`src/verilog/axi_pkg.sv`:
```
/*
 * field widths and encodings of the simplified AXI bus used by the DMA engine
 */
package axi_pkg;

    parameter int ADDR_W = 32;
    parameter int DATA_W = 32;

    // one read ID per operand burst
    typedef enum logic [0:0] {
        ID_A = 1'b0,
        ID_B = 1'b1
    } axi_id_e;

    typedef enum logic [1:0] {
        RESP_OKAY   = 2'b00,
        RESP_EXOKAY = 2'b01,
        RESP_SLVERR = 2'b10,
        RESP_DECERR = 2'b11
    } axi_resp_e;

endpackage

```
`src/verilog/mm_pkg.sv`:
```
/*
 * tile geometry, element and accumulator types for the matrix-multiply tile
 * plus the register map and DMA sequencing states; imported by the RTL
 */
package mm_pkg;

    // tile edge in elements
    parameter int TILE_N = 4;
    // one matrix element
    parameter int ELEM_W = 32;
    // one buffer line holds a full row or column
    parameter int LINE_W = TILE_N * ELEM_W;

    // product of two elements plus one guard bit
    typedef logic signed [2*ELEM_W:0] accum_t;

    // software register map, word index
    typedef enum logic [2:0] {
        REG_A_ADDR = 3'd0,
        REG_B_ADDR = 3'd1,
        REG_C_ADDR = 3'd2,
        REG_CTRL   = 3'd3,
        REG_STATUS = 3'd4
    } reg_addr_e;

    // job sequencing in the DMA engine
    typedef enum logic [2:0] {
        ST_IDLE, ST_AR_A, ST_AR_B, ST_LOAD,
        ST_WAIT_MM, ST_AW, ST_W, ST_B
    } dma_state_e;

endpackage
```
`src/verilog/dma_cfg_if.sv`:
```
/*
 * job description from the register block to the DMA engine
 * start and done are single-cycle pulses
 */
`timescale 1ns/1ps

interface dma_cfg_if import axi_pkg::*; ();

    // byte addresses of A, B and C
    logic [ADDR_W-1:0] a_addr;
    logic [ADDR_W-1:0] b_addr;
    logic [ADDR_W-1:0] c_addr;
    logic              start;
    logic              done;

    modport regs (
        output a_addr, b_addr, c_addr, start,
        input  done
    );

    modport engine (
        input  a_addr, b_addr, c_addr, start,
        output done
    );

endinterface

```
`src/verilog/dma_cfg_regs.sv`:
```
/*
 * software register block: three job addresses, control and sticky status
 * writes take effect on reg_we_i, reads are combinational
 */
`timescale 1ns/1ps

module dma_cfg_regs import mm_pkg::*, axi_pkg::*; (
    input  logic              clk,
    input  logic              rst_n,
    input  logic              reg_we_i,
    input  reg_addr_e         reg_addr_i,
    input  logic [DATA_W-1:0] reg_wdata_i,
    output logic [DATA_W-1:0] reg_rdata_o,
    output logic              done_o,
    dma_cfg_if.regs           cfg
);

    logic [ADDR_W-1:0] a_addr_q, b_addr_q, c_addr_q;
    logic              start_q;
    logic              done_q;

    always_ff @(posedge clk) begin
        if (!rst_n) begin
            a_addr_q <= '0;
            b_addr_q <= '0;
            c_addr_q <= '0;
            start_q  <= 1'b0;
            done_q   <= 1'b0;
        end else begin
            if (reg_we_i && reg_addr_i == REG_A_ADDR) a_addr_q <= reg_wdata_i;
            if (reg_we_i && reg_addr_i == REG_B_ADDR) b_addr_q <= reg_wdata_i;
            if (reg_we_i && reg_addr_i == REG_C_ADDR) c_addr_q <= reg_wdata_i;
            // control bit 0 becomes a start pulse one cycle later
            start_q <= reg_we_i && reg_addr_i == REG_CTRL && reg_wdata_i[0];
            // sticky done, a new job clears it
            if (start_q)
                done_q <= 1'b0;
            else if (cfg.done)
                done_q <= 1'b1;
        end
    end

    always_comb begin
        case (reg_addr_i)
            REG_A_ADDR: reg_rdata_o = a_addr_q;
            REG_B_ADDR: reg_rdata_o = b_addr_q;
            REG_C_ADDR: reg_rdata_o = c_addr_q;
            REG_STATUS: reg_rdata_o = {{(DATA_W-1){1'b0}}, done_q};
            default:    reg_rdata_o = '0;
        endcase
    end

    assign cfg.a_addr = a_addr_q;
    assign cfg.b_addr = b_addr_q;
    assign cfg.c_addr = c_addr_q;
    assign cfg.start  = start_q;
    assign done_o     = done_q;

endmodule

```
`src/flat_wrapper.sv`:
```
// flat-port wrapper written by rule: the top's interface ports become plain ports
module dma_cfg_regs_flat import mm_pkg::*, axi_pkg::*;
  (clk, rst_n, reg_we_i, reg_addr_i, reg_wdata_i, reg_rdata_o, done_o, cfg_a_addr, cfg_b_addr, cfg_c_addr, cfg_start, cfg_done);
  dma_cfg_if cfg_i ();
  input  logic clk;
  input  logic rst_n;
  input  logic reg_we_i;
  input  reg_addr_e reg_addr_i;
  input  logic [DATA_W-1:0] reg_wdata_i;
  output logic [DATA_W-1:0] reg_rdata_o;
  output logic done_o;
  output wire logic [$bits(cfg_i.a_addr)-1:0] cfg_a_addr;
  output wire logic [$bits(cfg_i.b_addr)-1:0] cfg_b_addr;
  output wire logic [$bits(cfg_i.c_addr)-1:0] cfg_c_addr;
  output wire logic [$bits(cfg_i.start)-1:0] cfg_start;
  input wire logic [$bits(cfg_i.done)-1:0] cfg_done;
  assign cfg_a_addr = cfg_i.a_addr;
  assign cfg_b_addr = cfg_i.b_addr;
  assign cfg_c_addr = cfg_i.c_addr;
  assign cfg_start = cfg_i.start;
  assign cfg_i.done = cfg_done;
  dma_cfg_regs u_core (.clk(clk), .rst_n(rst_n), .reg_we_i(reg_we_i), .reg_addr_i(reg_addr_i), .reg_wdata_i(reg_wdata_i), .reg_rdata_o(reg_rdata_o), .done_o(done_o), .cfg(cfg_i));
endmodule
```
`config.mk`:
```
export PLATFORM = sky130hd
export DESIGN_NAME = dma_cfg_regs_flat
export DESIGN_NICKNAME = d
export VERILOG_FILES = /design/src/verilog/axi_pkg.sv /design/src/verilog/mm_pkg.sv /design/src/verilog/dma_cfg_if.sv /design/src/verilog/dma_cfg_regs.sv /design/src/flat_wrapper.sv
export SDC_FILE = /design/constraint.sdc
export NUM_CORES = 1
export LEC_CHECK = 0
export ABC_AREA = 1
export BUFFER_PORTS_ARGS = -buffer_cell sky130_fd_sc_hd__buf_2
export CORE_MARGIN = 2
export CORE_UTILIZATION = 35
export CTS_CLUSTER_DIAMETER = 200
export DETAILED_ROUTE_END_ITERATION = 12
export GPL_ROUTABILITY_DRIVEN = 0
export HOLD_SLACK_MARGIN = 0.05
export PLACE_DENSITY = 0.69
export SLEW_MARGIN = 20
export SYNTH_ARGS = -nofsm -noshare
export SYNTH_HDL_FRONTEND = slang
export SYNTH_SLANG_ARGS = --single-unit
export TNS_END_PERCENT = 30
```
`constraint.sdc`:
```
create_clock -name clk -period 2.36 [get_ports clk]
set_input_delay 0.236 -clock clk [delete_from_list [all_inputs] [get_ports clk]]
set_output_delay 0.236 -clock clk [all_outputs]
set_load 0.005 [all_outputs]
```
-- Word-level counts from Yosys, hierarchy flattened
Index checks and enable logic that the tools add are counted.
- logic and storage cells: 18
- register bits after elaboration: 98
- input bits: 39
- output and inout bits: 130
- reductions and logical operators: 7
- bitwise logic cells: 1
- multiplexer cells: 1
- eq/ne operators: 4
- operators with widths (kind ; number):
    32-bit one-hot mux with 4 select lines ; 1
    3-bit by 2-bit equality test with 1-bit output, second input constant ; 2
    1-bit logical AND ; 5
    3-bit by 1-bit equality test with 1-bit output, second input constant ; 1
    3-bit equality test, second input constant ; 1
    3-bit logical NOT ; 1
    2-bit OR reduction ; 1
    1-bit NOT ; 1

-- Longest topological paths before layout
- depth in word-level cells: 3
- gate-level depth with buffers: 6
- gate-level depth less buffers: 5

-- Worst setup path after synthesis
Ideal clock, no wire load.
- kind: in2out
- start: in reg_addr_i[1]
- end: out reg_rdata_o[10]
- buffers on the path: 1
- data arrival time: 0.864 ns
- cell stages on the path: 6
- data required time: 2.124 ns
- path slack: 1.260 ns
- path through: nor2_2 inv_1 nor2_2 buf_2 nand2_1 nand3_1
- word-level cells in the longest chain between the ends: 2
- elaborated cells on any way between the ends: 5
- classes of those cells: 3 x eq/ne; 1 x mux; 1 x reduce/logical
- RTL lines (item ; line ; text):
    start, declared ; flat_wrapper.sv:8 ; input reg_addr_e reg_addr_i;
    3-bit equality test, or another cell as far along ; dma_cfg_regs.sv:44 ; case (reg_addr_i)
    32-bit one-hot mux with 4 select lines * ; dma_cfg_regs.sv:44 ;
    end, declared ; flat_wrapper.sv:10 ; output logic [DATA_W-1:0] reg_rdata_o;
Mark *: on every way between the ends. The rest lies on a longest branch, timed or not.

-- Final worst setup path
- start: in reg_addr_i[1]
- end: out reg_rdata_o[21]
Same word-level chain as after synthesis.

==> flow_metrics.tcl <==
set metrics [dict create \
    synth.top_cell.area_share_pct 41.62 \
    start_util_pct 35.73 \
    die_h_um 120.0 \
    firstDrtPassIters 4 \
    path_max_fanout 25 \
    antenna_found_initial 0 \
    p_leak_nw 3.542 \
    swShare_pct 23.65 \
    ff2ff_setup_slack_ps 1660 \
    pwr-share-seq_pct 45.4 \
    fill_cells 1396 \
    multi_input_comb_area_um2 2155 \
    regArea_um2 1962 \
    ir_drop_uv 287.5 \
    routed_wl_mm 13.47 \
    finalHoldViolCount 0 \
    power_switching_w 0.0009164 \
    grt_pass1_wl_mm 21.75 \
    synth_area_um2 4713 \
    yosysTopAreaCell "dfxtp_1" \
    period_needed_ps 1624 \
    worstPathRequired_ps 2120 \
    die_x_um 120.0 \
    startpoint_type "primary input" \
    clock_latency_ps 330 \
    place_ws_ps 727.6 \
    slew_headroom_pct 45.05 \
    postCtsHoldBufs 0 \
    synthTopCellsByArea "dfxtp_1 (42%), nand2_1 (20%), nor2_1 (15%)" \
    dp_hpwl_mm 9.152 \
    finalPower_w 0.003876 \
    dpl_cell_area_um2 5734 \
    path_delay_family "buffers and inverters" \
    ctsLongestPathBuffers 2 \
    async_flop_share_pct 0 \
    cts_tree "built" \
    clkPwrFrac_pct 44.1 \
    cp_num_buf_inv 4 \
    nets 961 \
    ys_warn_count 0 \
    cts-resized-gates 0 \
    cellPowerDensity_nw_per_um2 636.7 \
    drt_iter0_markers 261 \
    p_comb_share_pct 10.5 \
    synth_edf_count 0 \
    die_area_um2 14410 \
    synthMostInstantiatedCell "nand2_1" \
    p_int_w 0.002959 \
    synthCells 775 \
    area_growth_pct 29.15 \
    row_count 42 \
    clk_root_buffer_cell "clkbuf_16" \
    coreArea_um2 13190 \
    cap_violations 0 \
    rsz0062_at_grt "false" \
    timing.hold.ws_ps 151.9 \
    setup_ws_ps 735.6 \
    avgSynthCellArea_um2 6.082 \
    finalSetupTns_ps 0 \
    criticalPathCategory "in -> out" \
    ioPinCount 169 \
    ant_nets 0 \
    cp_slowest_cell "inv_1" \
    num_vias 4886 \
    worstMarginPinSlew_ps 822.3 \
    htreeDepth 3 \
    final_layout_size_suffix_gt1_share_pct 22.44 \
    wire_per_inst_um 12.22 \
    synth_cell_type_count 17 \
    grt_usage_pct 18.84 \
    overflow 0 \
    ys.flop_type "dfxtp_1" \
    cpPeakStageDelay_ps 260 \
    cp.arrival_ps 1390 \
    via_per_inst 4.430 \
    ys_top_cells_by_count "nand2_1 (256), nor2_1 (194), inv_1 (102), dfxtp_1 (98), nand4_1 (33)" \
    fin_area_um2 6087 \
    period_share_pct 68.83 \
    route.detailed.drc 0 \
    ys_seq_area_share_pct 41.62 \
    clock_sinks 98 \
    grt_max_degree 49 \
    num_antenna_cells 0 \
    setup_viol 0 \
    synth_nets 814 \
    drv_slew 0 \
    crit_path_cell_trace "buf_2, nor2_2, nand2_1, inv_1, buf_12, nand2_1, nand3_1, buf_2" \
    end_kind "output pin" \
    worst_hold_path_type "in -> reg" \
    cts_setup_buffers 0 \
    grt_pass1_vias 4237 \
    final.setup_skew_ps 0.5829 \
    clk_pin_slew_ps 70 \
    status "finished clean" \
    port_buffers 168 \
    yosys_register_bits 98 \
    fmax_ghz 0.6156 \
    cts_buffers 9 \
]
-- logic make-up after synthesis --
family	count (synthesis)	synth area share [%]
buf+inv	150	12.87
flops	98	41.62
simple gates	525	45.29
compound gates	2	0.2122
-- placed cells by master, fill, tap and decap left out --
master	n
nand3_2	2
buf_12	5
nor2_2	3
buf_2	167
nand4_1	33
inv_1	102
nor2_4	2
clkbuf_8	2
clkinv_2	2
dfxtp_1	98
buf_4	9
nor2_1	194
nand3_1	32
nor3_1	2
clkbuf_16	9
a21oi_1	1
o21ai_0	1
nand2_1	256
nand3_4	1
bufinv_16	3
inv_2	3
-- sequential cells by signal (all words and copies together), names as in the netlist --
name,flops
u_core.cfg.a_addr,32
u_core.cfg.start,1
u_core.done_o,1
u_core.cfg.c_addr,32
u_core.cfg.b_addr,32
-- routing by layer --
| layer | global-route usage, % | vias up | wire, um |
|---|---|---|---|
| li1 | - | 2590 | - |
| met1 | 25.85 | 2142 | 6424 |
| met2 | 30.43 | 147 | 6136 |
| met3 | 4.087 | 7 | 836 |
| met4 | 3.971 | 0 | 76 |
| met5 | 0 | - | 0 |
-- path summary, 6_finish.rpt --
| kind | from | end | cells after the start |
|---|---|---|---|
| hold / removal | reg_wdata_i[23] | u_core.cfg.a_addr[23] | 3 |
| setup / recovery | reg_addr_i[1] | reg_rdata_o[21] | 8 |
| hold reg to reg | u_core.cfg.start | u_core.done_o | 1 |
| setup reg to reg | u_core.cfg.a_addr[11] | u_core.cfg.a_addr[11] | 4 |
-- through the flow --
stage,instances,utilization (%)
2_1_floorplan,775,-
3_5_place_dp,1087,43.47
6_report,1103,46.15
5_1_grt,1103,46.15
4_1_cts,1103,46.15
3_3_place_gp,1087,43.47
-- worst reg2reg max path, stage by stage, from the launching register on --
cell and delay, ps:
dfxtp_1 380, inv_1 50, nand2_1 60, nand2_1 50, nor2_1 100
-- cell type report --
class / count / share of cell area (%)
clock buffer: 11 / 4.152
clock inverter: 5 / 1.644
inverter: 105 / 6.475
multi-input combinational: 527 / 35.40
sequential: 98 / 32.23
tap: 176 / 3.618
timing repair buffer: 181 / 16.49
-- power by group through the flow --
stage                     sequential (W)  combinational, W  clock (W)
after floorplan                  0.00180          0.000219          0
final                            0.00176          0.000406    0.00171
after global placement           0.00180          0.000403          0
after detailed placement         0.00180          0.000408          0
after global routing             0.00177          0.000461    0.00184
after CTS                        0.00176          0.000409    0.00175
Power figures use the tool's default switching activity.
