==> src/verilog/mm_pkg.sv <==
/*
 * tile geometry, element and accumulator types for the matrix-multiply tile
 * plus the register map and DMA sequencing states; imported by the RTL
 */
package mm_pkg;

    // tile edge in elements
    parameter int TILE_N = 4;
    // one matrix element
    parameter int ELEM_W = 32;
    // one buffer line holds a full row or column
    parameter int LINE_W = TILE_N * ELEM_W;

    // product of two elements plus one guard bit
    typedef logic signed [2*ELEM_W:0] accum_t;

    // software register map, word index
    typedef enum logic [2:0] {
        REG_A_ADDR = 3'd0,
        REG_B_ADDR = 3'd1,
        REG_C_ADDR = 3'd2,
        REG_CTRL   = 3'd3,
        REG_STATUS = 3'd4
    } reg_addr_e;

    // job sequencing in the DMA engine
    typedef enum logic [2:0] {
        ST_IDLE, ST_AR_A, ST_AR_B, ST_LOAD,
        ST_WAIT_MM, ST_AW, ST_W, ST_B
    } dma_state_e;

endpackage
==> src/verilog/tile_buffer.sv <==
/*
 * operand line memory, one write port and one registered read port
 * holds one 128-bit row or column per line
 */
`timescale 1ns/1ps

module tile_buffer import mm_pkg::*; #(
    parameter int BUF_AW = 2
) (
    input  logic              clk,
    input  logic              wr_en_i,
    input  logic [BUF_AW-1:0] wr_addr_i,
    input  logic [LINE_W-1:0] wr_data_i,
    input  logic [BUF_AW-1:0] rd_addr_i,
    output logic [LINE_W-1:0] rd_data_o
);

    logic [LINE_W-1:0] mem [2**BUF_AW];

    // read data appears one cycle after the address
    always_ff @(posedge clk) begin
        if (wr_en_i)
            mem[wr_addr_i] <= wr_data_i;
        rd_data_o <= mem[rd_addr_i];
    end

endmodule

==> config.mk <==
export PLATFORM = sky130hd
export DESIGN_NAME = tile_buffer
export DESIGN_NICKNAME = d
export VERILOG_FILES = /design/src/verilog/mm_pkg.sv /design/src/verilog/tile_buffer.sv
export SDC_FILE = /design/constraint.sdc
export NUM_CORES = 1
export LEC_CHECK = 0
export BUFFER_PORTS_ARGS = -buffer_cell sky130_fd_sc_hd__buf_2
export CAP_MARGIN = 30
export CORE_ASPECT_RATIO = 1.2
export CORE_MARGIN = 3
export CORE_UTILIZATION = 64
export CTS_BUF_LIST = sky130_fd_sc_hd__clkbuf_8
export CTS_CLUSTER_DIAMETER = 40
export CTS_CLUSTER_SIZE = 30
export DETAILED_ROUTE_END_ITERATION = 10
export PLACE_DENSITY = 0.87
export SYNTH_ARGS = -nofsm -noshare
export SYNTH_HDL_FRONTEND = slang
export SYNTH_SLANG_ARGS = --single-unit
==> constraint.sdc <==
create_clock -name clk -period 30.8 [get_ports clk]
set_clock_uncertainty 0.1 [all_clocks]
set_input_delay 0 -clock clk [delete_from_list [all_inputs] [get_ports clk]]
set_output_delay 0 -clock clk [all_outputs]
set_load 0.02 [all_outputs]
# Word level (Yosys, flattened, before mapping)
# Memories as Yosys holds them, arrays and structs flattened. A register that Yosys moved wholly into a read port is not among the register bits.
# Index checks and enable logic that the tools add are counted.
# classes
muxes	2
# op_table
op	count
$mux W1	2
# word_totals
elab_cells	3
output_inout_bits	128
mem_bits_rw	512
ff_bits	0
inputBits	134
memories	1
# memory_table
name	depth	word_bits	rd	rd_clocked_by_memory_dff	write_ports	line	rtl
mem	4	128	1	1	1	tile_buffer.sv:18	logic [LINE_W-1:0] mem [2**BUF_AW];

# Depth between registers and ports, before layout
# Gate-level depths: netlist of the first run.
# depth
depth_word	2
depth_mapped	3
ltp_nobuf	1

# Worst setup path before layout of the first run
# OpenSTA, ideal clock, no wires.
# synth_path
path_kind	input to register
start	input port wr_addr_i[1]
end	memory mem[0][0] (netlist bit) (enable)
arrival_time_ns	9.301
n_path_buf	0
setup_ns	0.801
slack_ns	20.599
path_stages	1
t_required_ns	29.899
cell_sequence	nor3b_1
# synth_rtl
item	line	rtl
from (decl)	tile_buffer.sv:12	input logic [BUF_AW-1:0] wr_addr_i,
to (decl)	tile_buffer.sv:18	
# Straight into the memory's write port.

# Worst setup path after layout of the first run
# layout_path
start	input port wr_addr_i[1]
end	memory mem[3][33] (netlist bit) (enable)
# Straight into the memory's write port.

==> results of run 1 <==
==> cells by family (layout without fill, tap and decap cells) <==
| group | count (synthesis) | count (layout) |
|---|---|---|
| buffers and inverters | 28 | 550 |
| DFF | 640 | 640 |
| other | 0 | 5 |
| muxes | 128 | 128 |
| and+or+nand+nor | 4 | 4 |
==> worst min-delay path by stage <==
| stage | from | to | slack, ns |
|---|---|---|---|
| after global routing | wr_data_i[42] | mem[1][42] | 0.0004 |
| after global placement | wr_data_i[27] | mem[1][27] | 0.11 |
| after detailed placement | wr_data_i[42] | mem[3][42] | 0.12 |
| final | wr_data_i[42] | mem[1][42] | 0.02 |
| after CTS | wr_data_i[34] | mem[3][34] | 0.0002 |
| after floorplan | wr_data_i[0] | mem[0][0] | -0.001 |
==> worst max-delay path: cells and delay by family <==
family / cells / cell delay, ns
buffers and inverters: 5 / 2.45
AND/OR/NAND/NOR: 1 / 0.21
==> report_power, final <==
group | total (mW) | switching (mW) | internal (mW)
combinational | 0.128 | 0.0691 | 0.0594
clock | 0.503 | 0.313 | 0.190
sequential | 1.00 | 0.0158 | 0.985
==> metal layers <==
metal | global-route usage [%] | part of all wire [%]
met3 | 4.71 | 7.1
met2 | 41.3 | 53
met5 | 0 | 0.031
met4 | 8.36 | 3.1
met1 | 31.9 | 37
==> per-stage QoR <==
step                      area [sq um]  cells  util, %
after global routing             25900   1732     80.0
after detailed placement         22800   1451     70.4
after CTS                        25900   1726     79.8
after floorplan                  21200    800        -
final                            26000   1734     80.0
after global placement           22800   1448     70.2
==> sequential cells by signal, indices dropped and copies added (netlist names) <==
register / cells
rd_data_o: 128
mem: 512
==> cells in the final DEF (no fill, tap or decap) <==
| master | instances |
|---|---|
| edfxtp_1 | 512 |
| and3b_4 | 2 |
| buf_16 | 4 |
| diode_2 | 5 |
| buf_8 | 1 |
| clkinvlp_4 | 2 |
| clkinv_8 | 10 |
| inv_8 | 10 |
| clkinv_4 | 2 |
| clkinv_2 | 1 |
| inv_6 | 9 |
| buf_2 | 259 |
| clkbuf_8 | 50 |
| inv_1 | 1 |
| buf_6 | 1 |
| dfxtp_1 | 128 |
| bufinv_16 | 1 |
| and3_4 | 1 |
| dlygate4sd3_1 | 188 |
| inv_12 | 1 |
| mux4_2 | 128 |
| clkinv_16 | 2 |
| nor3b_2 | 1 |
| buf_4 | 8 |
==> layout make-up <==
| cell class | count | share of cell area (%) |
|---|---|---|
| timing repair buffer | 461 | 13.0 |
| sequential | 640 | 69.1 |
| antenna | 5 | 0.0482 |
| multi-input combinational | 132 | 11.3 |
| tap | 407 | 1.96 |
| clock buffer | 50 | 2.65 |
| clock inverter | 39 | 1.93 |
==> impl_metrics.toml, run 1 <==
[clocking]
clock_sinks = 640
tritoncts = "done"
path_clk_slew_ns = 0.12
clockRootBuffer = "clkbuf_8"
h-tree-depth = 2
cts_buffer_depth = 3
cts_hold_buf = 186
insertion_delay_ns = 0.62
numCtsBuffers = 49
post_cts_buffers = 0
ctsResizeCount = 0

[die]
dieArea_sq_mm = 0.0353
top_level_ports = 262
coreArea_sq_mm = 0.0324
die_w_um = 172
die_height_um = 205
rows = 72
start_util_pct = 65.3

[worst_setup_path]
crit_path_end_kind = "flip-flop"
critical_path.max_fanout = 64
crit_path_max_incr_delay_ns = 0.80
crit_top_cell = "dlygate4sd3_1"
cp.arrival_ns = 2.74
path_cells = "dlygate4sd3_1, buf_2, and3_4, dlygate4sd3_1, buf_16, buf_4"
reg2reg_to = "rd_data_o[84]"
startpoint = "wr_addr_i[1]"
cp-endpoint = "mem[3][33]"
critPathSlowestCell = "buf_4"
cp.required_ns = 30.94
r2r-start = "mem[0][84]"
worst-r2r-cell-count = 1
r2r_slack_ns = 29.57
startpoint_type = "input port"
critical_path_class = "in -> reg"

[synth]
synth_compound_area_share_pct = 0
synth_nets = 934
synth.distinct_cells = 10
synth_top_area_cell = "edfxtp_1"
synth-simple-area-share_pct = 0.148
synth.area.mux_share_pct = 13.6
synthFlopType = "edfxtp_1"
yosysWarnings = 0
ys_top_cells_by_area = "edfxtp_1 73%, mux4_2 14%, dfxtp_1 12%"
synth_async_sr_flop_share_pct = 0
yosysMostFrequentCell = "edfxtp_1"
synth_top_family_by_area = "multiplexers"
synth_adder_area_share_pct = 0
ys_ff_latch = 640
avgSynthCellArea_sq_um = 26.5
syn-instance-count = 800
synth_edf_count = 512
synthXorXnorAreaFrac_pct = 0
ys_seq_area_share_pct = 84.7
netlist_top_cells_count = "512 x edfxtp_1, 128 x dfxtp_1, 128 x mux4_2"
synthesis.area_sq_mm = 0.0212
synth_top_area_share_pct = 72.6

[timing]
hold_violations = 0
finalSetupViolations = 0
final.period_utilization_pct = 8.42
finalMaxSlewViolations = 0
rsz0062_at_grt = "false"
hold_ws_ns = 0.0211
relSlewSlack_pct = 32.4
fin_ws_ns = 28.21
fin_crit_ns = 2.59
fmax_mhz = 385
worstMarginPinSlew_ns = 1.01
tns_ns = 0

[power_and_ir_drop]
ir_worst_vdd_v = 0.0000693
power_density_mw_per_mm2 = 62.9
finalPower_mw = 1.63
p_leak_nw = 9.12

[global_route]
grt_max_degree = 89
grt_pass1_vias = 10500
grt_pass1_wl_um = 63100
grt_remaining_overflow = 0
grt_usage_pct = 24.2
antenna_found_initial = 4

[finish]
syn_to_final_growth_pct = 22.6
fillers = 1507
multi_input_area_sq_mm = 0.00293
drive_gt1_share_pct = 37.3
regArea_sq_mm = 0.0179
fin_nets = 1418

[place]
dp_slack_ns = 28.13
dp_hpwl_um = 21000
port_buffers = 261
routabilityCongestion = 0.733

[status]
outcome = "finished, final reports clean"

[worst_hold_path]
min_path_type = "in -> reg"
hold_depth = 2

[run]
maxCapViolCount = 0

[detailed_routing]
wl_per_cell_um = 24.3
dr.pass1.iters = 5
drc = 0
ant_nets = 0
wirelength_um = 42100
viasPerCell = 5.75
num_vias = 9962
dr.first_iter.drc_count = 856
Note: power is estimated with default switching activity, not from simulation.
==> run 2: changes to the inputs <==
--- a/config.mk
+++ b/config.mk
@@ -9,12 +9,12 @@
 export CAP_MARGIN = 30
 export CORE_ASPECT_RATIO = 1.2
 export CORE_MARGIN = 3
-export CORE_UTILIZATION = 64
+export CORE_UTILIZATION = 54
 export CTS_BUF_LIST = sky130_fd_sc_hd__clkbuf_8
 export CTS_CLUSTER_DIAMETER = 40
 export CTS_CLUSTER_SIZE = 30
 export DETAILED_ROUTE_END_ITERATION = 10
-export PLACE_DENSITY = 0.87
+export PLACE_DENSITY = 0.78
 export SYNTH_ARGS = -nofsm -noshare
 export SYNTH_HDL_FRONTEND = slang
 export SYNTH_SLANG_ARGS = --single-unit
==> constraint.sdc (replaced) <==
create_clock -name clk -period 2.36 [get_ports clk]
set_clock_uncertainty 0.1 [all_clocks]
set_input_delay 0 -clock clk [delete_from_list [all_inputs] [get_ports clk]]
set_output_delay 0 -clock clk [all_outputs]
set_load 0.02 [all_outputs]
==> run 2 against run 1 <==
Routed wire length down 0.69%. Sequential power rose to 13 times the previous value. Register-to-register slack worse by 28 ns. Count of clock-buffer cells in the layout grew 10. Sequential cell count did not move. Largest power group unchanged.
==> impl_metrics.toml, run 2 (synthesis gave the netlist of run 1 again) <==
[timing]
finalSetupViolations = 0
fmax_mhz = 531
rsz0062_at_grt = "false"
finalMaxSlewViolations = 0
final.period_utilization_pct = 79.8
hold_violations = 0
tns_ns = 0
fin_crit_ns = 1.88
worstMarginPinSlew_ns = 0.512
relSlewSlack_pct = 65.8
hold_ws_ns = 0.0440

[detailed_routing]
ant_nets = 0
wirelength_um = 41800
dr.first_iter.drc_count = 614
viasPerCell = 5.26
num_vias = 10200
dr.pass1.iters = 5
drc = 0
wl_per_cell_um = 21.6

[finish]
final_cells = 1937
syn_to_final_growth_pct = 27.9
final_common_cell = "edfxtp_1"
drive_gt1_share_pct = 36.3
largestRegisters = "mem (512), rd_data_o (128)"
mostFrequentLayoutCells = "512 x edfxtp_1, 259 x buf_2, 255 x dlygate4sd3_1"
largest-register = "mem"
fin_nets = 1499
fin_util_pct = 70.7
largest_reg_flops = 512

[power_and_ir_drop]
ir_worst_vdd_v = 0.000583
power_density_mw_per_mm2 = 804
finalPower_mw = 21.8
p_leak_nw = 9.55

[worst_setup_path]
critical_path.max_fanout = 61
critPathSlowestCell = "dlygate4sd3_1"
crit_path_max_incr_delay_ns = 0.72
cp.arrival_ns = 2.05
startpoint = "wr_addr_i[1]"
r2r-start = "mem[2][59]"
worst-path-buf-inv = 4
startpoint_type = "input port"
crit_top_cell = "dlygate4sd3_1"
cp_top_family = "buffers and inverters"
critical_path_class = "in -> reg"
cp.required_ns = 2.53
crit_path_end_kind = "flip-flop"
path_cells = "dlygate4sd3_1, buf_2, nor3b_4, dlygate4sd3_1, buf_12"
r2r_slack_ns = 1.22

[place]
dpl.cell_count = 1571
routabilityCongestion = 0.752
dp_hpwl_um = 22000
port_buffers = 261

[global_route]
grt_pass1_wl_um = 65400
grt_pass1_vias = 11300
antenna_found_initial = 2
grt_usage_pct = 20.5
grt_max_degree = 76
grt_remaining_overflow = 0

[die]
rows = 78
die_height_um = 223
coreArea_sq_mm = 0.0383
start_util_pct = 55.3
top_level_ports = 262
dieArea_sq_mm = 0.0416
die_w_um = 187

[worst_hold_path]
hp-start = "wr_data_i[38]"
min_path_type = "in -> reg"

[clocking]
h-tree-depth = 2
post_cts_buffers = 0
clockRootBuffer = "clkbuf_8"
clock_sinks = 640
path_clk_slew_ns = 0.11
cts_buffer_depth = 3
insertion_delay_ns = 0.64
tritoncts = "done"
numCtsBuffers = 57

[run]
maxCapViolCount = 0

[status]
outcome = "finished, final reports clean"
run 2: cell count changes in the layout (fill, tap and decap cells not counted), moves of 5 or more:
cell / before / now
buf_4: 8 / 3
clkbuf_8: 50 / 60
inv_6: 9 / 2
buf_12: 0 / 15
dlygate4sd3_1: 188 / 255
inv_1: 1 / 6
run 2: area by class of cell:
cell class	instances	area [sq um]
sequential	640	17900
fill	2256	11200
timing repair buffer	534	4200
multi-input combinational	132	2940
clock buffer	60	826
tap	520	651
clock inverter	48	508
antenna	3	7.51
run 2: final timing paths:
kind	endpoint	cells past startpoint
min	mem[0][38]	2
max	mem[0][17]	5
max reg2reg	rd_data_o[59]	1
min reg2reg	rd_data_o[85]	1
run 2: stage by stage:
step / setup slack, ns / instance area [sq um]
final: 0.477 / 27100
after global routing: 0.470 / 27100
after CTS: 0.547 / 27100
after detailed placement: 0.781 / 23200
after global placement: 0.782 / 23200
after floorplan: -1.44 / 21200
run 2: timing repair:
action / 4_1_cts / 5_1_grt
endpoints found under the hold margin: 834 / 0
gates resized for setup: 0 / 0
hold buffers: 255 / 0
run 2: routing by layer:
metal / routed length (um) / share of wire, % / global-route usage (%)
met1: 15800 / 38 / 25.0
met2: 22700 / 54 / 37.0
met3: 2190 / 5.2 / 3.82
met4: 1180 / 2.8 / 7.17
met5: 0 / 0 / 0
run 2: report_power, final:
part	internal, mW	leakage, nW	switching (mW)
clock	2.82	0.688	4.12
sequential	12.9	5.78	0.191
combinational	0.870	3.08	0.911
total	16.5	9.55	5.22
