$ cat src/verilog/axi_pkg.sv
/*
 * field widths and encodings of the simplified AXI bus used by the DMA engine
 */
package axi_pkg;

    parameter int ADDR_W = 32;
    parameter int DATA_W = 32;

    // one read ID per operand burst
    typedef enum logic [0:0] {
        ID_A = 1'b0,
        ID_B = 1'b1
    } axi_id_e;

    typedef enum logic [1:0] {
        RESP_OKAY   = 2'b00,
        RESP_EXOKAY = 2'b01,
        RESP_SLVERR = 2'b10,
        RESP_DECERR = 2'b11
    } axi_resp_e;

endpackage

$ cat src/verilog/mm_pkg.sv
/*
 * tile geometry, element and accumulator types for the matrix-multiply tile
 * plus the register map and DMA sequencing states; imported by the RTL
 */
package mm_pkg;

    // tile edge in elements
    parameter int TILE_N = 4;
    // one matrix element
    parameter int ELEM_W = 32;
    // one buffer line holds a full row or column
    parameter int LINE_W = TILE_N * ELEM_W;

    // product of two elements plus one guard bit
    typedef logic signed [2*ELEM_W:0] accum_t;

    // software register map, word index
    typedef enum logic [2:0] {
        REG_A_ADDR = 3'd0,
        REG_B_ADDR = 3'd1,
        REG_C_ADDR = 3'd2,
        REG_CTRL   = 3'd3,
        REG_STATUS = 3'd4
    } reg_addr_e;

    // job sequencing in the DMA engine
    typedef enum logic [2:0] {
        ST_IDLE, ST_AR_A, ST_AR_B, ST_LOAD,
        ST_WAIT_MM, ST_AW, ST_W, ST_B
    } dma_state_e;

endpackage
$ cat src/verilog/dma_cfg_if.sv
/*
 * job description from the register block to the DMA engine
 * start and done are single-cycle pulses
 */
`timescale 1ns/1ps

interface dma_cfg_if import axi_pkg::*; ();

    // byte addresses of A, B and C
    logic [ADDR_W-1:0] a_addr;
    logic [ADDR_W-1:0] b_addr;
    logic [ADDR_W-1:0] c_addr;
    logic              start;
    logic              done;

    modport regs (
        output a_addr, b_addr, c_addr, start,
        input  done
    );

    modport engine (
        input  a_addr, b_addr, c_addr, start,
        output done
    );

endinterface

$ cat src/verilog/dma_engine.sv
/*
 * job sequencer: reads A and B over AXI, packs beats into buffer lines,
 * launches the multiply engine and writes C back in one burst
 */
`timescale 1ns/1ps

module dma_engine import mm_pkg::*, axi_pkg::*; #(
    parameter int BUF_AW = 2
) (
    input  logic              clk,
    input  logic              rst_n,
    dma_cfg_if.engine         cfg,
    output logic              arvalid_o,
    input  logic              arready_i,
    output logic [ADDR_W-1:0] araddr_o,
    output axi_id_e           arid_o,
    input  logic              rvalid_i,
    output logic              rready_o,
    input  logic [DATA_W-1:0] rdata_i,
    input  axi_id_e           rid_i,
    input  logic              rlast_i,
    output logic              awvalid_o,
    input  logic              awready_i,
    output logic [ADDR_W-1:0] awaddr_o,
    output logic              wvalid_o,
    input  logic              wready_i,
    output logic [DATA_W-1:0] wdata_o,
    output logic              wlast_o,
    input  logic              bvalid_i,
    output logic              bready_o,
    input  axi_resp_e         bresp_i,
    output logic              buf_a_wr_en_o,
    output logic [BUF_AW-1:0] buf_a_wr_addr_o,
    output logic [LINE_W-1:0] buf_a_wr_data_o,
    output logic              buf_b_wr_en_o,
    output logic [BUF_AW-1:0] buf_b_wr_addr_o,
    output logic [LINE_W-1:0] buf_b_wr_data_o,
    output logic              mm_start_o,
    input  logic              mm_done_i,
    input  accum_t            accum_i [TILE_N][TILE_N]
);

    localparam int LANE_W = $clog2(TILE_N);
    localparam int BEAT_W = $clog2(TILE_N * TILE_N);

    dma_state_e state_q, state_d;

    // per-ID packing state, index 0 is A and 1 is B
    logic [1:0]              r_hs;
    logic [BEAT_W-1:0]       beat_cnt [2];
    logic [1:0]              last_seen;
    logic [1:0]              wr_en_q;
    logic [BUF_AW-1:0]       wr_addr_q [2];
    logic [LINE_W-1:0]       pack_q [2];
    logic [BEAT_W-1:0]       w_cnt;
    logic                    w_hs;
    logic                    load_done;

    // rready stays high for the whole load phase
    assign rready_o  = (state_q == ST_LOAD);
    assign w_hs      = wvalid_o && wready_i;
    assign load_done = (&last_seen) && !(|wr_en_q);

    for (genvar g = 0; g < 2; g++) begin : g_pack
        assign r_hs[g] = rvalid_i && rready_o && rid_i == axi_id_e'(g);

        // shift right so the first beat of four ends up in lane 0
        always_ff @(posedge clk) begin
            if (r_hs[g]) begin
                pack_q[g]    <= {rdata_i, pack_q[g][LINE_W-1:ELEM_W]};
                wr_addr_q[g] <= BUF_AW'(beat_cnt[g][BEAT_W-1:LANE_W]);
            end
        end

        always_ff @(posedge clk) begin
            if (!rst_n) begin
                beat_cnt[g]  <= '0;
                last_seen[g] <= 1'b0;
                wr_en_q[g]   <= 1'b0;
            end else begin
                // line write follows its fourth beat by one cycle
                wr_en_q[g] <= r_hs[g] && beat_cnt[g][LANE_W-1:0] == LANE_W'(TILE_N - 1);
                if (cfg.start && state_q == ST_IDLE) begin
                    beat_cnt[g]  <= '0;
                    last_seen[g] <= 1'b0;
                end else if (r_hs[g]) begin
                    beat_cnt[g]  <= beat_cnt[g] + 1'b1;
                    last_seen[g] <= last_seen[g] | rlast_i;
                end
            end
        end
    end

    always_comb begin
        state_d = state_q;
        case (state_q)
            ST_IDLE:    if (cfg.start) state_d = ST_AR_A;
            ST_AR_A:    if (arready_i) state_d = ST_AR_B;
            ST_AR_B:    if (arready_i) state_d = ST_LOAD;
            ST_LOAD:    if (load_done) state_d = ST_WAIT_MM;
            ST_WAIT_MM: if (mm_done_i) state_d = ST_AW;
            ST_AW:      if (awready_i) state_d = ST_W;
            ST_W:       if (w_hs && wlast_o) state_d = ST_B;
            ST_B:       if (bvalid_i) state_d = ST_IDLE;
            default:    state_d = ST_IDLE;
        endcase
    end

    always_ff @(posedge clk) begin
        if (!rst_n) begin
            state_q    <= ST_IDLE;
            mm_start_o <= 1'b0;
            w_cnt      <= '0;
        end else begin
            state_q    <= state_d;
            // launch multiply on the first wait cycle
            mm_start_o <= (state_q == ST_LOAD) && load_done;
            if (state_q == ST_AW)
                w_cnt <= '0;
            else if (w_hs)
                w_cnt <= w_cnt + 1'b1;
        end
    end

    // read address, payload held steady while valid waits
    assign arvalid_o = (state_q == ST_AR_A) || (state_q == ST_AR_B);
    assign araddr_o  = (state_q == ST_AR_B) ? cfg.b_addr : cfg.a_addr;
    assign arid_o    = (state_q == ST_AR_B) ? ID_B : ID_A;

    assign awvalid_o = (state_q == ST_AW);
    assign awaddr_o  = cfg.c_addr;

    // row-major C, low word of each sum
    assign wvalid_o = (state_q == ST_W);
    assign wdata_o  = accum_i[w_cnt[BEAT_W-1:LANE_W]][w_cnt[LANE_W-1:0]][DATA_W-1:0];
    assign wlast_o  = (w_cnt == BEAT_W'(TILE_N * TILE_N - 1));

    assign bready_o = (state_q == ST_B);
    assign cfg.done = bready_o && bvalid_i;

    assign buf_a_wr_en_o   = wr_en_q[ID_A];
    assign buf_a_wr_addr_o = wr_addr_q[ID_A];
    assign buf_a_wr_data_o = pack_q[ID_A];
    assign buf_b_wr_en_o   = wr_en_q[ID_B];
    assign buf_b_wr_addr_o = wr_addr_q[ID_B];
    assign buf_b_wr_data_o = pack_q[ID_B];

endmodule

$ cat src/flat_wrapper.sv
// flat-port wrapper written by rule: the top's interface ports become plain ports
module dma_engine_flat import mm_pkg::*, axi_pkg::*;
#(
    parameter int BUF_AW = 2
)
  (clk, rst_n, arvalid_o, arready_i, araddr_o, arid_o, rvalid_i, rready_o, rdata_i, rid_i, rlast_i, awvalid_o, awready_i, awaddr_o, wvalid_o, wready_i, wdata_o, wlast_o, bvalid_i, bready_o, bresp_i, buf_a_wr_en_o, buf_a_wr_addr_o, buf_a_wr_data_o, buf_b_wr_en_o, buf_b_wr_addr_o, buf_b_wr_data_o, mm_start_o, mm_done_i, accum_i, cfg_a_addr, cfg_b_addr, cfg_c_addr, cfg_start, cfg_done);
  dma_cfg_if cfg_i ();
  input  logic clk;
  input  logic rst_n;
  output logic arvalid_o;
  input  logic arready_i;
  output logic [ADDR_W-1:0] araddr_o;
  output axi_id_e arid_o;
  input  logic rvalid_i;
  output logic rready_o;
  input  logic [DATA_W-1:0] rdata_i;
  input  axi_id_e rid_i;
  input  logic rlast_i;
  output logic awvalid_o;
  input  logic awready_i;
  output logic [ADDR_W-1:0] awaddr_o;
  output logic wvalid_o;
  input  logic wready_i;
  output logic [DATA_W-1:0] wdata_o;
  output logic wlast_o;
  input  logic bvalid_i;
  output logic bready_o;
  input  axi_resp_e bresp_i;
  output logic buf_a_wr_en_o;
  output logic [BUF_AW-1:0] buf_a_wr_addr_o;
  output logic [LINE_W-1:0] buf_a_wr_data_o;
  output logic buf_b_wr_en_o;
  output logic [BUF_AW-1:0] buf_b_wr_addr_o;
  output logic [LINE_W-1:0] buf_b_wr_data_o;
  output logic mm_start_o;
  input  logic mm_done_i;
  input  accum_t accum_i[TILE_N][TILE_N];
  input wire logic [$bits(cfg_i.a_addr)-1:0] cfg_a_addr;
  input wire logic [$bits(cfg_i.b_addr)-1:0] cfg_b_addr;
  input wire logic [$bits(cfg_i.c_addr)-1:0] cfg_c_addr;
  input wire logic [$bits(cfg_i.start)-1:0] cfg_start;
  output wire logic [$bits(cfg_i.done)-1:0] cfg_done;
  assign cfg_i.a_addr = cfg_a_addr;
  assign cfg_i.b_addr = cfg_b_addr;
  assign cfg_i.c_addr = cfg_c_addr;
  assign cfg_i.start = cfg_start;
  assign cfg_done = cfg_i.done;
  dma_engine #(.BUF_AW(BUF_AW)) u_core (.clk(clk), .rst_n(rst_n), .cfg(cfg_i), .arvalid_o(arvalid_o), .arready_i(arready_i), .araddr_o(araddr_o), .arid_o(arid_o), .rvalid_i(rvalid_i), .rready_o(rready_o), .rdata_i(rdata_i), .rid_i(rid_i), .rlast_i(rlast_i), .awvalid_o(awvalid_o), .awready_i(awready_i), .awaddr_o(awaddr_o), .wvalid_o(wvalid_o), .wready_i(wready_i), .wdata_o(wdata_o), .wlast_o(wlast_o), .bvalid_i(bvalid_i), .bready_o(bready_o), .bresp_i(bresp_i), .buf_a_wr_en_o(buf_a_wr_en_o), .buf_a_wr_addr_o(buf_a_wr_addr_o), .buf_a_wr_data_o(buf_a_wr_data_o), .buf_b_wr_en_o(buf_b_wr_en_o), .buf_b_wr_addr_o(buf_b_wr_addr_o), .buf_b_wr_data_o(buf_b_wr_data_o), .mm_start_o(mm_start_o), .mm_done_i(mm_done_i), .accum_i(accum_i));
endmodule
$ cat config.mk
export PLATFORM = sky130hd
export DESIGN_NAME = dma_engine_flat
export DESIGN_NICKNAME = d
export VERILOG_FILES = /design/src/verilog/axi_pkg.sv /design/src/verilog/mm_pkg.sv /design/src/verilog/dma_cfg_if.sv /design/src/verilog/dma_engine.sv /design/src/flat_wrapper.sv
export SDC_FILE = /design/constraint.sdc
export NUM_CORES = 1
export LEC_CHECK = 0
export ABC_AREA = 1
export BUFFER_PORTS_ARGS = -buffer_cell sky130_fd_sc_hd__buf_4
export CAP_MARGIN = 25
export CORE_AREA = 2 2 597 599
export CTS_CLUSTER_DIAMETER = 80
export CTS_CLUSTER_SIZE = 10
export DETAILED_ROUTE_END_ITERATION = 7
export DIE_AREA = 0 0 599 601
export GPL_TIMING_DRIVEN = 0
export HOLD_SLACK_MARGIN = 0.05
export SYNTH_ARGS = -nofsm -noshare
export SYNTH_HDL_FRONTEND = slang
export SYNTH_SLANG_ARGS = --single-unit
$ cat constraint.sdc
create_clock -name clk -period 7.1 [get_ports clk]
set_input_delay 0.355 -clock clk [delete_from_list [all_inputs] [get_ports clk]]
set_output_delay 0.355 -clock clk [all_outputs]
set_load 0.05 [all_outputs]
Word level (Yosys, flattened, before mapping). Memories as Yosys holds them, arrays and structs flattened. Cells that the tools add are included.

Flip-flop bits (word level): 12. RAM bits: 268. Input bits: 1181. Output and inout port bits: 367. Word-level logic and storage cells: 105. Memories kept: 3.

Memory list: u_core.pack_q (depth 2, width 128, read ports 2, clocked after memory_dff 0, write ports 1, line dma_engine.sv:54) `logic [LINE_W-1:0] pack_q [2];`; u_core.beat_cnt (depth 2, width 4, read ports 2, clocked after memory_dff 0, write ports 2, line dma_engine.sv:50) `logic [BEAT_W-1:0] beat_cnt [2];`; u_core.wr_addr_q (depth 2, width 2, read ports 2, clocked after memory_dff 0, write ports 1, line dma_engine.sv:53) `logic [BUF_AW-1:0] wr_addr_q [2];`.

Add/subtract/negate cells: 3. $lt $le $gt $ge: 2. Equal/unequal tests: 18. Muxes and demuxes: 41. Bitwise logic cells: 10. Reductions and logical operators: 21.

Operators with widths (count): $bmux 260 s2 (1); $mux 260 (2); $bmux 65 s2 (1); $mux 128 (1); $reduce_or 128->1 (1); $mux 32 (3); $mux 3 (8); $pmux 3 s8 (1); $mux 1 (19); $mux 4 (4); $ne 2x2->1 const B (7); $add 4x1->4 const B (3); $eq 3x3->1 const B (4); $logic_and 1x1->1 (11); $reduce_and 8->1 (1); $reduce_or 2->1 (4); $eq 3x2->1 const B (2); $ge 3x3->1 const B (2); $not 2->3 (2); $or 1x1->1 (6); $eq 2x2->1 const B (2); $eq 4x4->1 const B (1); $eq 3x1->1 const B (1); $logic_not 3->1 (1); other kinds (6) (7).

Logic depth before layout (Yosys ltp).
Depth in word-level cells: 8. Gate-level depth with buffers: 11. Gate-level depth less buffers: 9.

Worst setup path before layout. No wires, ideal clock.

Path kind: reg-to-reg. Start point: reg u_core.state_q[0]. End point: reg u_core.last_seen[0]. Setup time: 101 ps. Arrival: 7694 ps. Path slack: -694 ps. Stages on the path, launching flop included: 8. Path buffers: 1. Cells stage by stage: dfxtp_1 -> buf_2 -> nand2_2 -> nor2_2 -> nand2_1 -> nor2_1 -> nand2_1 -> o21ai_1.

Word-level cells in the longest chain between the ends: 3.

Ends and longest elaborated chain: start: declaration (line dma_engine.sv:46) `dma_state_e state_q, state_d;`; start signal: assignment (line dma_engine.sv:115) `state_q <= state_d;`; $eq 3x2->1 (line dma_engine.sv:60) `assign rready_o = (state_q == ST_LOAD);`; named net rready_o (line flat_wrapper.sv:15) `output logic rready_o;`; $logic_and 1x1->1 (2 in a row) (line dma_engine.sv:65) `assign r_hs[g] = rvalid_i && rready_o && rid_i == axi_id_e'(g);`; end signal: indexed assignment (line dma_engine.sv:88) `last_seen[g] <= last_seen[g] | rlast_i;`; end: declaration (line dma_engine.sv:51) `logic [1:0] last_seen;`.

The timed path passes the listed nets, and every way through them passes these cells. A chain may end at the register's enable or synchronous reset.

Worst setup path after layout.
Start point: reg u_core.w_cnt[3]. End point: out wdata_o[5].

Word-level cells in the longest chain between the ends: 7.

Ends and longest elaborated chain: start: declaration (line dma_engine.sv:55) `logic [BEAT_W-1:0] w_cnt;`; start signal: assignment (line dma_engine.sv:121) `w_cnt <= w_cnt + 1'b1;`; $not 2->3 (implied by the code) (line dma_engine.sv:135) `assign wdata_o = accum_i[w_cnt[BEAT_W-1:LANE_W]][w_cnt[LANE_W-1:0]][DATA_W-1:0];`; $bmux 260 s2 (line dma_engine.sv:135); $mux 260 (implied by the code) (2 in a row) (line dma_engine.sv:135); $bmux 65 s2 (line dma_engine.sv:135); $mux 32 (implied by the code) (2 in a row) (line dma_engine.sv:135); end: declaration (line flat_wrapper.sv:24) `output logic [DATA_W-1:0] wdata_o;`.

No other way between the ends. The select of a mux whose other input is x is not followed.

==> reports/metrics.yaml <==
hold_class: "input port to flip-flop"
cp_data_required_time_ps: 6740
cts_buffer_depth: 3
synth-seq-cells: 280
path_cells: "buf_2 -> buf_2 -> buf_1 -> nor2_1 -> o21ai_1 -> o211ai_1 -> nand3_1 -> nand2_1 -> buf_4"
die_h_um: 601
cp_data_arrival_time_ps: 4290
place_ws_ps: 3050
wire_per_inst_um: 30.5
setup_ws_ps: 2460
yosys_warnings: 0
period_minus_slack_ps: 4640
dr.pass1.iters: 5
finalHoldViolCount: 0
endpoint_kind: "primary output"
whs_ps: 142
final_area_um2: 30100
htree_levels: 2
critPathMaxFanout: 10
synth_seq_area_share_pct: 58.3
grt_pass1_wl_um: 262000
power_density_nw_per_um2: 194
drc_errors: 0
cpLargestDelayFamily: "buffers and inverters"
synth_cells: 1512
peakVddDrop_mv: 0.164
pin_count: 1548
cp-start-kind: "flip-flop"
fmax_mhz: 215
critPathKind: "flip-flop to primary output"
critPathBufInv: 4
total_power_mw: 5.84
tightest_slew_ps: 1290
cts_resized: 0
cts_tree: "built"
place.gp.congestion: 0.870
clk_latency_ps: 600
ctsRootBufferMaster: "clkbuf_16"
async_flop_share_pct: 0
port_buffers: 984
outcome: "completed"
report.final.slew_viol_count: 0
synth_area_um2: 14200
yosys.cell_types.count: 28
antenna_found_initial: 216
synth_nets: 2696
totalWireLength_um: 227000
cts.clk_slew.worst_paths_ps: 60
cts_sinks: 280
synth_edf_count: 268
place_hpwl_um: 210000
numCtsBuffers: 43
postPlaceCellArea_um2: 28300
finalNonFillerCells: 7461
max_stage_delay_ps: 890
core_area_um2: 354000
core.rowCount: 219
relSlewSlack_pct: 13.2
rsz0062_at_grt: "no"
fin_worst_skew_ps: 30.5
power_leakage_nw: 10.8
dp_cells: 7312
layout.nets: 3823
path_common_cell: "buf_2"
area_growth_pct: 112
synth_ff_type: "edfxtp_1"
setup_viol: 0
die_w_um: 599
drive_gt1_share_pct: 45.6
drt_iter0_drc: 1570
fin_crit_sh_pct: 65.4
die_area_um2: 360000
antenna_left: 0
start_util_pct: 4.02
grt_overflow: 0
grt_max_degree: 103
grt_pass1_vias: 17000
synth.avg_cell_area_um2: 9.40
slowest_stage: "buf_1"
viasPerCell: 2.40
vias: 17900
maxCapViolations: 0
groute.usage.overall_pct: 12.1
==> per-layer routing <==
metal | share of wire, % | global-route usage (%)
met3 | 10 | 4.70
met4 | 4.3 | 4.53
met1 | 37 | 13.3
met5 | 0.25 | 0
met2 | 48 | 21.0
==> path summary, 6_finish.rpt <==
path / startpoint / endpoint / slack, ps / cells past startpoint
setup / recovery: u_core.w_cnt[3] / wdata_o[5] / 2460 / 9
hold / removal: wready_i / u_core.w_cnt[0] / 140 / 4
setup reg to reg: u_core.state_q[0] / u_core.pack_q[0][109] / 4320 / 9
hold reg to reg: u_core.pack_q[0][171] / u_core.pack_q[0][139] / 450 / 0
==> sequential cells by signal, summed over array words and instances (netlist names) <==
name and flops:
u_core.beat_cnt 8, u_core.buf_a_wr_en_o 1, u_core.buf_b_wr_en_o 1, u_core.last_seen 2
u_core.mm_start_o 1, u_core.pack_q 256, u_core.state_q 3, u_core.w_cnt 4
u_core.wr_addr_q 4
==> per-stage QoR <==
stage | util, % | setup TNS (ps)
after global routing | 8.50 | 0
after detailed placement | 8.00 | 0
after CTS | 8.48 | 0
after global placement | 7.78 | -108920
after floorplan | - | 0
final | 8.51 | 0
==> logic make-up (layout without fill, tap and decap cells) <==
family | count (synthesis) | count (layout) | share of synthesized area, %
buffers and inverters | 173 | 1326 | 6.76
adder cells (fa/ha/maj) | 3 | 3 | 0.264
other | 0 | 45 | 0
AND/OR/NAND/NOR | 659 | 659 | 18.3
flip-flops | 280 | 280 | 58.3
AO/OA/AOI/OAI | 392 | 392 | 16.1
XOR/XNOR | 5 | 5 | 0.308
==> placed cells by master (no fill, tap or decap), drive strengths merged <==
cell         instances
xor2                 3
ha                   3
nor4                 1
inv                 32
clkinv               8
dlygate4sd3         33
xnor2                2
nor3                 3
or2                  1
dfxtp               12
nand3b               1
clkbuf             108
a211oi               1
nand2              155
bufinv               1
nand3               77
edfxtp             268
o211ai             128
a21oi                3
clkinvlp             1
diode               45
buf               1143
o21ai              260
nand4                4
nor2               417
==> cell usage after synthesis, types with 12 or more instances <==
| library cell | count | area share (%) |
|---|---|---|
| nor2_1 | 414 | 11 |
| edfxtp_1 | 268 | 57 |
| o21ai_0 | 166 | 5.8 |
| nand2_1 | 153 | 4.0 |
| o211ai_1 | 128 | 6.8 |
| o21ai_1 | 94 | 3.3 |
| nand3_1 | 77 | 2.7 |
| clkbuf_1 | 54 | 1.4 |
| buf_4 | 42 | 2.2 |
| buf_2 | 28 | 0.99 |
| inv_1 | 24 | 0.63 |
| buf_6 | 13 | 1.0 |
| dfxtp_1 | 12 | 1.7 |
==> power breakdown <==
part	internal (mW)	switching, mW
combinational	0.551	1.25
clock	1.25	0.858
sequential	1.88	0.0447
==> layout make-up <==
| class | instances | area (um^2) |
|---|---|---|
| Fill cell | 41500 | 324000 |
| Timing Repair Buffer | 1082 | 8440 |
| Sequential cell | 280 | 8290 |
| Tap cell | 4751 | 5940 |
| Multi-Input combinational cell | 1059 | 5000 |
| Clock buffer | 54 | 1210 |
| Buffer | 148 | 866 |
| Clock inverter | 17 | 163 |
| Antenna cell | 45 | 113 |
| Inverter | 25 | 106 |
==> repair_timing <==
item / in CTS / in global routing
hold buffers: 33 / 0
setup buffers: 0 / 0
endpoints found under the setup margin: 0 / 0
hold endpoints to repair: 66 / 0
==> worst reg2reg max path: stages, from the launching register on <==
cell	delay (ps)
dfxtp_1	300
buf_2	190
nand2_2	110
nor2_2	220
nand2_1	130
nor2_4	450
buf_12	280
buf_12	240
buf_12	230
buf_12	270
Note: power is estimated with default switching activity, not from simulation.
